===== config.mk =====
export PLATFORM = sky130hd
export DESIGN_NAME = uart_rx_top
export DESIGN_NICKNAME = d
export VERILOG_FILES = /design/src/rtl/uart_rx_pkg.sv /design/src/rtl/uart_rx_frame_fsm.sv /design/src/rtl/uart_rx_line_monitor.sv /design/src/rtl/uart_rx_buffer.sv /design/src/rtl/uart_rx_top.sv
export SDC_FILE = /design/constraint.sdc
export NUM_CORES = 1
export LEC_CHECK = 0
export BUFFER_PORTS_ARGS = -buffer_cell sky130_fd_sc_hd__buf_4
export CORE_AREA = 4 4 150 152
export DETAILED_ROUTE_END_ITERATION = 6
export DIE_AREA = 0 0 154 156
export MAX_ROUTING_LAYER = met4
export PLACE_DENSITY_LB_ADDON = 0.25
export SKIP_LAST_GASP = 1
export SLEW_MARGIN = 20
export SYNTH_ARGS = -nofsm -noshare
export SYNTH_HDL_FRONTEND = slang
export SYNTH_SLANG_ARGS = --single-unit
export TNS_END_PERCENT = 10

===== constraint.sdc =====
create_clock -name clk_i -period 4 [get_ports clk_i]
set_clock_uncertainty 0.05 [all_clocks]
set_input_delay 0 -clock clk_i [delete_from_list [all_inputs] [get_ports clk_i]]
set_output_delay 0 -clock clk_i [all_outputs]
set_load 0.005 [all_outputs]

===== src/rtl/uart_rx_pkg.sv =====
package uart_rx_pkg;

  // ---------------------------------------------------------------------
  // Timing and sizing constants
  // ---------------------------------------------------------------------

  // Oversampling strobes in one bit time
  localparam int OVERSAMPLE = 16;
  // Strobes from the falling start edge to the middle of the start bit
  localparam int HALF_BIT = 8;
  // Widest character that the receiver assembles
  localparam int DATA_W = 8;
  // Receive buffer depth and the pointer width that addresses it
  localparam int FIFO_DEPTH = 16;
  localparam int FIFO_AW = 4;
  // The fill count has to reach FIFO_DEPTH itself, hence one extra bit
  localparam int CNT_W = 5;
  // Clock cycles of held-low line before a configuration request is raised
  // Kept short so that simulation stays fast
  localparam int LINE_LOW_CYCLES = 2048;
  // Counter width able to hold LINE_LOW_CYCLES
  localparam int LOW_CNT_W = $clog2(LINE_LOW_CYCLES + 1);
  // One buffer entry holds the character plus two error flags
  localparam int ENTRY_W = DATA_W + 2;

  // ---------------------------------------------------------------------
  // Line configuration
  // ---------------------------------------------------------------------

  typedef enum logic [1:0] {DW_5BIT, DW_6BIT, DW_7BIT, DW_8BIT} data_width_e;

  // Encoding 2'b11 is unused and behaves like no parity
  typedef enum logic [1:0] {PAR_NONE, PAR_EVEN, PAR_ODD} parity_mode_e;

  typedef enum logic {SB_1BIT, SB_2BIT} stop_bits_e;

  typedef struct packed {
    data_width_e  width;
    parity_mode_e parity;
    stop_bits_e   stop;
  } rx_cfg_t;

  // A received character, right-aligned with zeros above the width
  typedef struct packed {
    logic [DATA_W-1:0] data;
    logic              parity_err;
    logic              frame_err;
  } rx_frame_t;

  // The buffer moves raw words and the read side looks at the fields
  typedef union packed {
    logic [ENTRY_W-1:0] raw;
    rx_frame_t          fields;
  } rx_entry_u;

endpackage


===== src/rtl/uart_rx_frame_fsm.sv =====
`timescale 1ns/1ps

module uart_rx_frame_fsm (
  input  logic                   clk_i,
  input  logic                   rst_n_i,
  input  logic                   ov_baud_rt_i,
  input  logic                   rx_i,
  input  uart_rx_pkg::rx_cfg_t   cfg_i,
  input  logic                   flush_i,
  output uart_rx_pkg::rx_frame_t frame_o,
  output logic                   frame_done_o
);

  typedef enum logic [2:0] {ST_IDLE, ST_START, ST_SAMPLE, ST_PARITY, ST_STOP} rx_state_e;

  rx_state_e                      state_q;
  logic                           armed_q;
  logic [3:0]                     strb_cnt_q;
  logic [2:0]                     bit_cnt_q;
  logic [uart_rx_pkg::DATA_W-1:0] shift_q;
  logic                           par_acc_q;
  logic                           stop_ok_q;
  logic                           bit_tick;
  logic                           last_data;
  logic                           last_stop;
  logic [1:0]                     align_sh;

  // A bit is sampled on every OVERSAMPLE-th strobe after the start bit middle
  assign bit_tick = ov_baud_rt_i && (strb_cnt_q == 4'(uart_rx_pkg::OVERSAMPLE - 1));

  // Last data bit index is 4 for five bits up to 7 for eight bits
  assign last_data = (bit_cnt_q == ({1'b0, cfg_i.width} + 3'd4));

  // Stop bit index 0 ends a one-stop frame, index 1 a two-stop frame
  assign last_stop = (bit_cnt_q == {2'b00, cfg_i.stop});

  // ---------------------------------------------------------------------
  // Control state
  // ---------------------------------------------------------------------

  always_ff @(posedge clk_i) begin
    if (!rst_n_i) begin
      state_q    <= ST_IDLE;
      armed_q    <= 1'b0;
      strb_cnt_q <= '0;
      bit_cnt_q  <= '0;
    end else if (flush_i) begin
      // An acknowledged configuration request aborts the frame
      state_q <= ST_IDLE;
      armed_q <= 1'b0;
    end else begin
      // Bit-time counter shared by the data, parity and stop states
      if ((state_q inside {ST_SAMPLE, ST_PARITY, ST_STOP}) && ov_baud_rt_i) begin
        strb_cnt_q <= bit_tick ? '0 : strb_cnt_q + 1'b1;
      end
      case (state_q)
        ST_IDLE: begin
          strb_cnt_q <= '0;
          // The line must be seen high before a falling edge counts
          // so that a held-low line does not start frame after frame
          if (rx_i) begin
            armed_q <= 1'b1;
          end else if (armed_q) begin
            armed_q <= 1'b0;
            state_q <= ST_START;
          end
        end
        ST_START: begin
          if (ov_baud_rt_i) begin
            if (strb_cnt_q == 4'(uart_rx_pkg::HALF_BIT - 1)) begin
              strb_cnt_q <= '0;
              bit_cnt_q  <= '0;
              // A line that is back high in mid start bit was a glitch
              state_q    <= rx_i ? ST_IDLE : ST_SAMPLE;
            end else begin
              strb_cnt_q <= strb_cnt_q + 1'b1;
            end
          end
        end
        ST_SAMPLE: begin
          if (bit_tick) begin
            if (last_data) begin
              bit_cnt_q <= '0;
              if (cfg_i.parity inside {uart_rx_pkg::PAR_EVEN, uart_rx_pkg::PAR_ODD}) begin
                state_q <= ST_PARITY;
              end else begin
                state_q <= ST_STOP;
              end
            end else begin
              bit_cnt_q <= bit_cnt_q + 1'b1;
            end
          end
        end
        ST_PARITY: begin
          if (bit_tick) begin
            state_q <= ST_STOP;
          end
        end
        ST_STOP: begin
          if (bit_tick) begin
            if (last_stop) begin
              state_q <= ST_IDLE;
            end else begin
              bit_cnt_q <= bit_cnt_q + 1'b1;
            end
          end
        end
        default: state_q <= ST_IDLE;
      endcase
    end
  end

  // ---------------------------------------------------------------------
  // Character datapath
  // ---------------------------------------------------------------------

  always_ff @(posedge clk_i) begin
    // Accumulators are primed while waiting for the start bit middle
    if (state_q == ST_START) begin
      par_acc_q <= 1'b0;
      stop_ok_q <= 1'b1;
    end
    if (bit_tick) begin
      // LSB arrives first, so bits enter at the top and move down
      if (state_q == ST_SAMPLE) begin
        shift_q   <= {rx_i, shift_q[uart_rx_pkg::DATA_W-1:1]};
        par_acc_q <= par_acc_q ^ rx_i;
      end
      if (state_q == ST_PARITY) begin
        par_acc_q <= par_acc_q ^ rx_i;
      end
      // Any low stop bit is remembered until the frame ends
      if (state_q == ST_STOP) begin
        stop_ok_q <= stop_ok_q & rx_i;
      end
    end
  end

  always_comb begin
    // Narrow characters sit high in the shift register and are moved down
    align_sh = 2'd3 - 2'(cfg_i.width);
    frame_o.data = shift_q >> align_sh;
    case (cfg_i.parity)
      uart_rx_pkg::PAR_EVEN: frame_o.parity_err = par_acc_q;
      uart_rx_pkg::PAR_ODD:  frame_o.parity_err = !par_acc_q;
      default:               frame_o.parity_err = 1'b0;
    endcase
    // The last stop bit is taken straight from the line in its sample cycle
    frame_o.frame_err = !(stop_ok_q && rx_i);
  end

  assign frame_done_o = (state_q == ST_STOP) && bit_tick && last_stop;

  // ---------------------------------------------------------------------
  // Assertions
  // ---------------------------------------------------------------------

  // Each frame hands exactly one completion pulse to the buffer
  a_done_single: assert property (@(posedge clk_i) disable iff (!rst_n_i)
    frame_done_o |=> !frame_done_o)
    else $error("frame_done_o stayed high for two cycles");

  // The monitor flush must leave the receiver waiting for a new start
  // A flush that kept the receiver armed would start a frame on a low line
  a_flush_idle: assert property (@(posedge clk_i) disable iff (!rst_n_i)
    flush_i |=> (state_q == ST_IDLE) ##1 (state_q == ST_IDLE))
    else $error("receiver not idle after flush");

endmodule


===== src/rtl/uart_rx_line_monitor.sv =====
`timescale 1ns/1ps

module uart_rx_line_monitor (
  input  logic clk_i,
  input  logic rst_n_i,
  input  logic rx_i,
  input  logic req_ackn_i,
  output logic config_req_o,
  output logic flush_o
);

  logic [uart_rx_pkg::LOW_CNT_W-1:0] low_cnt_q;
  logic                              req_q;
  logic                              low_done;

  // The host asks for configuration by holding the line low for a long time
  assign low_done = (low_cnt_q == uart_rx_pkg::LOW_CNT_W'(uart_rx_pkg::LINE_LOW_CYCLES));

  // An acknowledge only flushes when there is a request to acknowledge
  assign flush_o      = req_q && req_ackn_i;
  assign config_req_o = req_q;

  always_ff @(posedge clk_i) begin
    if (!rst_n_i) begin
      low_cnt_q <= '0;
      req_q     <= 1'b0;
    end else begin
      // Count consecutive low cycles and stop at the limit
      // Acknowledge restarts the count so a still-low line needs a full new period
      if (rx_i || flush_o) begin
        low_cnt_q <= '0;
      end else if (!low_done) begin
        low_cnt_q <= low_cnt_q + 1'b1;
      end
      // Acknowledge wins over a new request in the same cycle
      if (flush_o) begin
        req_q <= 1'b0;
      end else if (low_done) begin
        req_q <= 1'b1;
      end
    end
  end

  // Request drops right after acknowledge and does not bounce back
  // A line that is still low must not raise it again on the following edge
  a_ack_clears: assert property (@(posedge clk_i) disable iff (!rst_n_i)
    (config_req_o && req_ackn_i) |=> !config_req_o ##1 !config_req_o)
    else $error("configuration request still set after acknowledge");

endmodule


===== src/rtl/uart_rx_buffer.sv =====
`timescale 1ns/1ps

module uart_rx_buffer (
  input  logic                          clk_i,
  input  logic                          rst_n_i,
  input  uart_rx_pkg::rx_frame_t        frame_i,
  input  logic                          frame_done_i,
  input  logic                          flush_i,
  input  logic                          rx_fifo_read_i,
  input  logic [uart_rx_pkg::CNT_W-1:0] threshold_i,
  output logic [uart_rx_pkg::DATA_W-1:0] data_rx_o,
  output logic                          parity_error_o,
  output logic                          frame_error_o,
  output logic                          overrun_error_o,
  output logic                          rxd_rdy_o,
  output logic                          rx_fifo_empty_o,
  output logic                          rx_fifo_full_o
);

  uart_rx_pkg::rx_entry_u              wr_entry_q;
  logic                                wr_pend_q;
  uart_rx_pkg::rx_entry_u              mem [uart_rx_pkg::FIFO_DEPTH];
  logic [uart_rx_pkg::FIFO_AW-1:0]     wr_ptr_q;
  logic [uart_rx_pkg::FIFO_AW-1:0]     rd_ptr_q;
  logic [uart_rx_pkg::CNT_W-1:0]       cnt_q;
  logic [uart_rx_pkg::CNT_W-1:0]       cnt_d;
  logic                                rdy_q;
  logic                                wr_en;
  logic                                rd_en;
  uart_rx_pkg::rx_entry_u              head;

  // ---------------------------------------------------------------------
  // Write stage
  // ---------------------------------------------------------------------

  // A completed frame is captured and written on the following edge
  always_ff @(posedge clk_i) begin
    if (!rst_n_i) begin
      wr_pend_q <= 1'b0;
    end else begin
      wr_pend_q <= frame_done_i && !flush_i;
    end
  end

  always_ff @(posedge clk_i) begin
    if (frame_done_i) begin
      wr_entry_q.fields <= frame_i;
    end
  end

  // Full and empty follow the registered fill count
  assign rx_fifo_empty_o = (cnt_q == '0);
  assign rx_fifo_full_o  = (cnt_q == uart_rx_pkg::CNT_W'(uart_rx_pkg::FIFO_DEPTH));

  // A frame that finds the buffer full is lost and flagged right away
  assign wr_en           = wr_pend_q && !rx_fifo_full_o && !flush_i;
  assign overrun_error_o = wr_pend_q && rx_fifo_full_o;

  // Reads of an empty buffer are ignored
  assign rd_en = rx_fifo_read_i && !rx_fifo_empty_o && !flush_i;

  // ---------------------------------------------------------------------
  // Storage and fill count
  // ---------------------------------------------------------------------

  always_ff @(posedge clk_i) begin
    if (wr_en) begin
      mem[wr_ptr_q].raw <= wr_entry_q.raw;
    end
  end

  always_comb begin
    if (flush_i) begin
      cnt_d = '0;
    end else begin
      case ({wr_en, rd_en})
        2'b10:   cnt_d = cnt_q + 1'b1;
        2'b01:   cnt_d = cnt_q - 1'b1;
        // Simultaneous read and write keep the fill where it is
        default: cnt_d = cnt_q;
      endcase
    end
  end

  always_ff @(posedge clk_i) begin
    if (!rst_n_i || flush_i) begin
      wr_ptr_q <= '0;
      rd_ptr_q <= '0;
      cnt_q    <= '0;
      rdy_q    <= 1'b0;
    end else begin
      if (wr_en) begin
        wr_ptr_q <= wr_ptr_q + 1'b1;
      end
      if (rd_en) begin
        rd_ptr_q <= rd_ptr_q + 1'b1;
      end
      cnt_q <= cnt_d;
      // Ready level tracks the fill that this edge produces
      rdy_q <= (cnt_d >= threshold_i);
    end
  end

  assign rxd_rdy_o = rdy_q;

  // Head entry falls through, the flags only show during the read
  assign head           = mem[rd_ptr_q];
  assign data_rx_o      = head.fields.data;
  assign parity_error_o = head.fields.parity_err && rd_en;
  assign frame_error_o  = head.fields.frame_err && rd_en;

  // ---------------------------------------------------------------------
  // Assertions
  // ---------------------------------------------------------------------

  a_fill_bound: assert property (@(posedge clk_i) disable iff (!rst_n_i)
    cnt_q <= uart_rx_pkg::CNT_W'(uart_rx_pkg::FIFO_DEPTH))
    else $error("fill count above buffer depth");

  // A full buffer without a read must not move its write pointer
  a_no_write_full: assert property (@(posedge clk_i) disable iff (!rst_n_i)
    (rx_fifo_full_o && !rd_en && !flush_i) |=>
      (rx_fifo_full_o && (wr_ptr_q == $past(wr_ptr_q))))
    else $error("buffer written while full");

endmodule


===== src/rtl/uart_rx_top.sv =====
`timescale 1ns/1ps

module uart_rx_top (
  input  logic                           clk_i,
  input  logic                           rst_n_i,
  input  logic                           ov_baud_rt_i,
  input  logic                           rx_i,
  input  uart_rx_pkg::rx_cfg_t           cfg_i,
  input  logic [uart_rx_pkg::CNT_W-1:0]  threshold_i,
  input  logic                           rx_fifo_read_i,
  input  logic                           req_ackn_i,
  output logic [uart_rx_pkg::DATA_W-1:0] data_rx_o,
  output logic                           parity_error_o,
  output logic                           frame_error_o,
  output logic                           overrun_error_o,
  output logic                           rxd_rdy_o,
  output logic                           rx_fifo_empty_o,
  output logic                           rx_fifo_full_o,
  output logic                           config_req_o
);

  uart_rx_pkg::rx_frame_t frame;
  logic                   frame_done;
  logic                   flush;

  // Frame receiver turns the oversampled line into characters
  uart_rx_frame_fsm u_frame (
    .clk_i        (clk_i),
    .rst_n_i      (rst_n_i),
    .ov_baud_rt_i (ov_baud_rt_i),
    .rx_i         (rx_i),
    .cfg_i        (cfg_i),
    .flush_i      (flush),
    .frame_o      (frame),
    .frame_done_o (frame_done)
  );

  // Line monitor watches the same line for a configuration request
  uart_rx_line_monitor u_monitor (
    .clk_i        (clk_i),
    .rst_n_i      (rst_n_i),
    .rx_i         (rx_i),
    .req_ackn_i   (req_ackn_i),
    .config_req_o (config_req_o),
    .flush_o      (flush)
  );

  // Buffer queues characters and is emptied by the acknowledge flush
  uart_rx_buffer u_buffer (
    .clk_i           (clk_i),
    .rst_n_i         (rst_n_i),
    .frame_i         (frame),
    .frame_done_i    (frame_done),
    .flush_i         (flush),
    .rx_fifo_read_i  (rx_fifo_read_i),
    .threshold_i     (threshold_i),
    .data_rx_o       (data_rx_o),
    .parity_error_o  (parity_error_o),
    .frame_error_o   (frame_error_o),
    .overrun_error_o (overrun_error_o),
    .rxd_rdy_o       (rxd_rdy_o),
    .rx_fifo_empty_o (rx_fifo_empty_o),
    .rx_fifo_full_o  (rx_fifo_full_o)
  );

endmodule


**Yosys cells after proc, flatten, opt, wreduce, memory -nomap -nowiden**

Memory sizes are Yosys's and may differ from the RTL's. A register that Yosys moved wholly into a read port is not among the register bits.
Cells that the tools add are included.
W data, S select, Z words.

- Add/sub/neg operators: 9
- Magnitude comparators: 1
- Equal/unequal tests: 24
- Shift-type cells: 1
- Mux-type cells: 39
- Bitwise gates (word level): 4
- Reductions and logical operators: 32

Operators by type and width:

| kind | count |
|---|---|
| $mux W3 | 16 |
| $mux W4 | 6 |
| $pmux W3 S5 | 1 |
| $logic_and A1 B1 Y1 | 14 |
| $ne A2 B1 Y1 const B | 7 |
| $add A12 B1 Y12 const B | 1 |
| $add A4 B1 Y4 const B | 3 |
| $eq A12 B12 Y1 const B | 1 |
| $mux W1 | 10 |
| $pmux W5 S2 | 1 |
| $pmux W3 S3 | 1 |
| $reduce_and A9 Y1 | 1 |
| $pmux W4 S2 | 1 |
| $shr A8 B2 Y8 | 1 |
| $reduce_and A7 Y1 | 1 |
| $eq A3 B2 Y1 const B | 2 |
| $logic_not A1 Y1 | 6 |
| $ne A2 B2 Y1 const B | 3 |
| $reduce_bool A3 Y1 | 2 |
| $add A5 B1 Y5 const B | 1 |
| $eq A5 B5 Y1 const B | 1 |
| $ge A5 B5 Y1 | 1 |
| $logic_not A5 Y1 | 1 |
| $mux W5 | 1 |
| 22 further kinds | 27 |

- Flip-flop bits (word level): 59
- Memory bits (writable): 160
- Output and inout bits: 15
- Logic and storage cells: 126
- Memories: 1

Memories:

| name | depth | bits a word | rd ports | clocked after Yosys merged registers in | write ports | RTL line | source |
|---|---|---|---|---|---|---|---|
| u_buffer.mem | 16 | 10 | 1 | 1 | 1 | uart_rx_buffer.sv:22 | `uart_rx_pkg::rx_entry_u mem [uart_rx_pkg::FIFO_DEPTH];` |

**Depth between registers and ports, before layout**

- Depth after elaboration: 8
- Mapped depth: 14
- Depth with buffers taken out: 13

**By module**

Synthesis repeated with hierarchy kept, for this count alone.

- Cell total of the unflattened synthesis: 625
- Area, all modules: 9,599.2 µm²

Modules (own cells, without submodules):

| module | times used | cells an instance | area an instance (µm²) | seq. area each (µm²) |
|---|---|---|---|---|
| uart_rx_buffer | 1 | 407 | 7,573.5 | 5,485.3 |
| uart_rx_frame_fsm | 1 | 144 | 1,350.0 | 500.5 |
| uart_rx_line_monitor | 1 | 74 | 675.6 | 260.2 |

**Worst setup path before layout**

Ideal clock, no wire load.

- Path type: register -> register
- Start point: reg u_buffer.cnt_q[1] (netlist bit)
- End point: reg u_buffer.rdy_q (netlist: u_buffer.rxd_rdy_o)
- Arrival time: 2,890 ps
- Required time: 3,828 ps
- Path slack: 938 ps
- Cell stages (with the launch flop): 15
- Buffers on the path: 3
- Period minus slack after synthesis: 3,062 ps
- Cell sequence: dfxtp_1 > buf_6 > or4_4 > o211a_1 > buf_2 > ha_1 > clkbuf_1 > nor2_1 > mux2i_1 > xor2_1 > nor2_1 > ha_1 > nor2b_1 > o21ai_0 > a21oi_1

- Longest elaborated chain between the ends: 8
- Elaborated cells between the ends (all ways): 15

Ends and longest elaborated chain:

| what | RTL line | source |
|---|---|---|
| from (decl) | uart_rx_buffer.sv:25 | `logic [uart_rx_pkg::CNT_W-1:0] cnt_q;` |
| from (signal assigned) | uart_rx_buffer.sv:98 | `cnt_q <= cnt_d;` |
| $eq A5 B5 Y1 / $logic_not A5 Y1 (equally long branches) | uart_rx_buffer.sv:53, uart_rx_buffer.sv:52 |  |
| $logic_not A1 Y1, on equally long branches | uart_rx_buffer.sv:56, uart_rx_buffer.sv:60 |  |
| $logic_and A1 B1 Y1, on equally long branches (2 in series) | uart_rx_buffer.sv:56, uart_rx_buffer.sv:60 |  |
| $eq A2 B1 Y1 / $eq A2 B2 Y1 (equally long branches) | uart_rx_buffer.sv:76 | `case ({wr_en, rd_en})` |
| $pmux W5 S2 (*) | uart_rx_buffer.sv:76 |  |
| $mux W5 (*) | uart_rx_buffer.sv:73 | `if (flush_i) begin` |
| net u_buffer.cnt_d (one bit) | uart_rx_buffer.sv:26 | `logic [uart_rx_pkg::CNT_W-1:0] cnt_d;` |
| $ge A5 B5 Y1 (*) | uart_rx_buffer.sv:100 | `rdy_q <= (cnt_d >= threshold_i);` |
| to (signal assigned) | uart_rx_buffer.sv:100 |  |
| to (decl) | uart_rx_buffer.sv:27 | `logic rdy_q;` |

Mark *: on every way through the listed nets, which the timed path passes. The rest lies on a longest branch.
A chain may end at the register's enable or synchronous reset.

**Worst setup path in the final report**

Ends and elaborated chain as after synthesis.

==> flow_summary.yaml <==
routing:
  drc: 0
  vias_per_cell: 5.44
  vias: 5161
  first_iter_violations: 378
  drt-pass1-iter-count: 5
  antenna_left: 0
  wirelength_mm: 18.1
  avgRoutedWirePerCell_um: 19.1
final_layout:
  drive_above_1_share_pct: 20.7
  seq_area_sq_mm: 0.00625
  fin_nets: 691
  fillCellCount: 1730
  multi_input_area_sq_mm: 0.00293
  antennaDiodeCount: 0
  finish.instance_area_sq_mm: 0.0107
  syn_to_final_growth_pct: 14.3
logic_synthesis:
  synth_cells: 601
  synth-seq-cells: 223
  postSynthAreaPerCell_sq_um: 15.6
  synth.area.top_cells: "edfxtp_1 (57%), mux4_2 (12%), dfxtp_1 (9.6%), nor2_1 (2.6%), ha_1 (2.4%)"
  synthDistinctLibCells: 51
  yosysWarnings: 0
  synth_fp_nets: 635
  yosys-top-cells-count: "edfxtp_1 (178), nor2_1 (64), mux4_2 (51)"
  yosys_most_used_dff: "edfxtp_1"
  synth-simple-area-share_pct: 8.16
  synthAdderAreaFrac_pct: 2.50
  synth_top_family_by_area: "multiplexers"
  synth-xor-area-share_pct: 2.33
  synth_edf_count: 178
  synth_top_area_cell: "edfxtp_1"
  ys_async_sr_fraction_pct: 0
  synth-compound-area-share_pct: 3.66
  ys_seq_area_share_pct: 66.4
  netlist_area_sq_mm: 0.00940
  yosysTopAreaCellShare_pct: 56.8
  synth.area.mux_share_pct: 14.5
  synthMostInstantiatedCell: "edfxtp_1"
setup_path:
  start_kind: "register"
  reg2reg_slack_ps: 290
  cp-end-kind: "register"
  worstPathRequired_ps: 4340
  reg2reg_from: "u_buffer.cnt_q[1]"
  arrival_ps: 4050
  timing.rr.end: "u_buffer.rxd_rdy_o"
  critPathMaxFanout: 10
  path_class: "register to register"
  reg2reg_depth: 12
global_routing:
  antenna_found_initial: 0
  grt_max_degree: 22
  grt_use_total_pct: 15.8
  grt_overflow: 0
  grt_pass1_wl_mm: 29.3
  grt_pass1_vias: 5213
power:
  power.switching_w: 0.000916
  internal_power_w: 0.00361
  pwr-share-seq_pct: 55.3
  clkPwrFrac_pct: 41.4
  irDropWorstVdd_mv: 0.297
  share_comb_of_total_power_pct: 3.3
  power_density_mw_per_mm2: 422
  p_leak_nw: 3.65
  power.share.switching_pct: 20.2
clock_network:
  postCtsSetupBuffers: 0
  worstSkewPairLatency_ps: 500
  cts_resized: 0
  clockBufferDepth: 3
  cts_inserted_buffers: 23
  tritoncts: "built"
  clk_pin_slew_ps: 60
  htree_levels: 1
  clock_sink_count: 223
  ctsRootBufferMaster: "clkbuf_16"
floorplan:
  die_y_um: 156
  die-area_sq_mm: 0.0240
  core-area_sq_mm: 0.0210
  ioPinCount: 31
  start_util_pct: 44.7
  rows: 53
  die_w_um: 154
sta:
  setup_violations: 0
  fin_setup_tns_ps: 0
  hold_viol_final: 0
  max_slew_margin_pct: 32.5
  worst_pin_slew_ps: 1010
  fin_crit_sh_pct: 92.8
  rsz0062_at_grt: "no"
  layout_min_cycle_time_ps: 3710
  slew_violations: 0
  timing.fmax_mhz: 269
outcome:
  outcome: "finished, final reports clean"
placement:
  port_buffers: 30
  routabilityCongestion: 0.827
  placedInstanceArea_sq_mm: 0.00997
  hpwlAfterDp_mm: 11.8
worst_hold_path:
  hold_start: "cfg_i[1]"
  hold_class: "input port to register"
  hold-path-cell-count: 4
  hold_end: "u_buffer.wr_entry_q[1]"
job:
  max_cap_violations: 0
-- worst max-delay path by stage --
stage,cells after the start,slack (ps),from,end
after floorplan,14,940,u_buffer.cnt_q[1],u_buffer.rxd_rdy_o
after global placement,11,950,u_buffer.cnt_q[1],u_buffer.rxd_rdy_o
after detailed placement,11,870,u_buffer.cnt_q[1],u_buffer.rxd_rdy_o
after CTS,12,330,u_buffer.cnt_q[1],u_buffer.rxd_rdy_o
after global routing,13,20,u_buffer.cnt_q[1],u_buffer.rxd_rdy_o
final,12,290,u_buffer.cnt_q[1],u_buffer.rxd_rdy_o
-- power groups by stage --
stage          combinational, W  clock (W)  sequential [W]
2_1_floorplan          0.000121          0         0.00254
3_3_place_gp           0.000139          0         0.00255
3_5_place_dp           0.000143          0         0.00255
4_1_cts                0.000152    0.00193         0.00250
5_1_grt                0.000171    0.00204         0.00251
6_report               0.000151    0.00188         0.00250
-- cell families after synthesis --
family,after synthesis
AND/OR/NAND/NOR,161
multiplexers,72
adder cells (fa/ha/maj),19
AO/OA/AOI/OAI,50
buffers and inverters,51
flip-flops,223
XOR/XNOR,25
-- registers in the layout, indices dropped and copies added, names as in the netlist, named ones only --
register                cells
u_buffer.cnt_q              5
u_buffer.mem              160
u_buffer.rd_ptr_q           4
u_buffer.rxd_rdy_o          1
u_buffer.wr_entry_q        10
u_buffer.wr_pend_q          1
u_buffer.wr_ptr_q           4
u_frame.armed_q             1
u_frame.bit_cnt_q           3
u_frame.par_acc_q           1
u_frame.shift_q             8
u_frame.state_q             3
u_frame.stop_ok_q           1
u_frame.strb_cnt_q          4
u_monitor.config_req_o      1
u_monitor.low_cnt_q        12
-- routing by layer --
metal	up-vias	share of wire (%)	GRT usage [%]
met4	0	1.6	3.49
met5	-	0	-
met2	125	51	26.5
met3	26	4.4	2.36
met1	2604	43	20.8
li1	2406	-	-
-- timing repair --
action / CTS / global route
hold buffers: 12 / 0
endpoints found under the hold margin: 30 / 0
setup endpoints to repair: 0 / 1
-- metrics by stage --
| stage | total power, W | hold slack [ps] | setup WS (ps) | utilization (%) | std cells |
|---|---|---|---|---|---|
| after floorplan | 0.00266 | 48.9 | 938 | - | 601 |
| after global placement | 0.00269 | 209 | 950 | 47.4 | 895 |
| after detailed placement | 0.00270 | 208 | 869 | 47.4 | 895 |
| after CTS | 0.00459 | 11.3 | 330 | 51.1 | 948 |
| after global routing | 0.00471 | 27.9 | 20.8 | 51.1 | 948 |
| final | 0.00453 | 29.9 | 289 | 51.1 | 948 |
-- cell usage in the layout, fill, tap and decap left out, types with 2 or more instances in the layout --
cell           count
edfxtp_1         178
nor2_1            64
mux4_2            51
buf_4             51
dfxtp_1           44
nand2_1           33
clkbuf_16         23
inv_1             19
a21oi_1           19
mux2i_1           19
ha_1              18
xor2_1            13
xnor2_1           12
nor3_1            12
dlygate4sd3_1     12
o21ai_0           11
nand3_1            9
clkbuf_1           9
and2_1             6
nand2b_1           5
and3_1             5
nand4_1            5
clkinv_2           4
clkinv_1           4
nor4_1             3
nor2b_1            3
o211ai_1           3
nor4b_1            3
o211a_1            2
or3_2              2
nor3b_1            2
mux2_2             2
o31ai_1            2
or3b_1             2
a211oi_1           2
or3_1              2
-- final cells by class --
cell class	instances	share of cell area, %
Clock buffer	32	5.67
Clock inverter	9	0.408
Inverter	19	0.664
Multi-Input combinational cell	327	27.2
Sequential cell	223	58.1
Tap cell	275	3.20
Timing Repair Buffer	63	4.68
-- critical path: stages, from the launching register on --
cell           delay (ps)
dfxtp_1               420
or4_4                 610
o211a_1               330
ha_1                  480
nor2_1                 80
mux2i_1               170
xor2_1                220
nor2_1                 70
ha_1                  270
nor2b_1               120
o21ai_0               150
dlygate4sd3_1         580
a21oi_1                60
No activity file was read; power rests on OpenSTA's default activity.
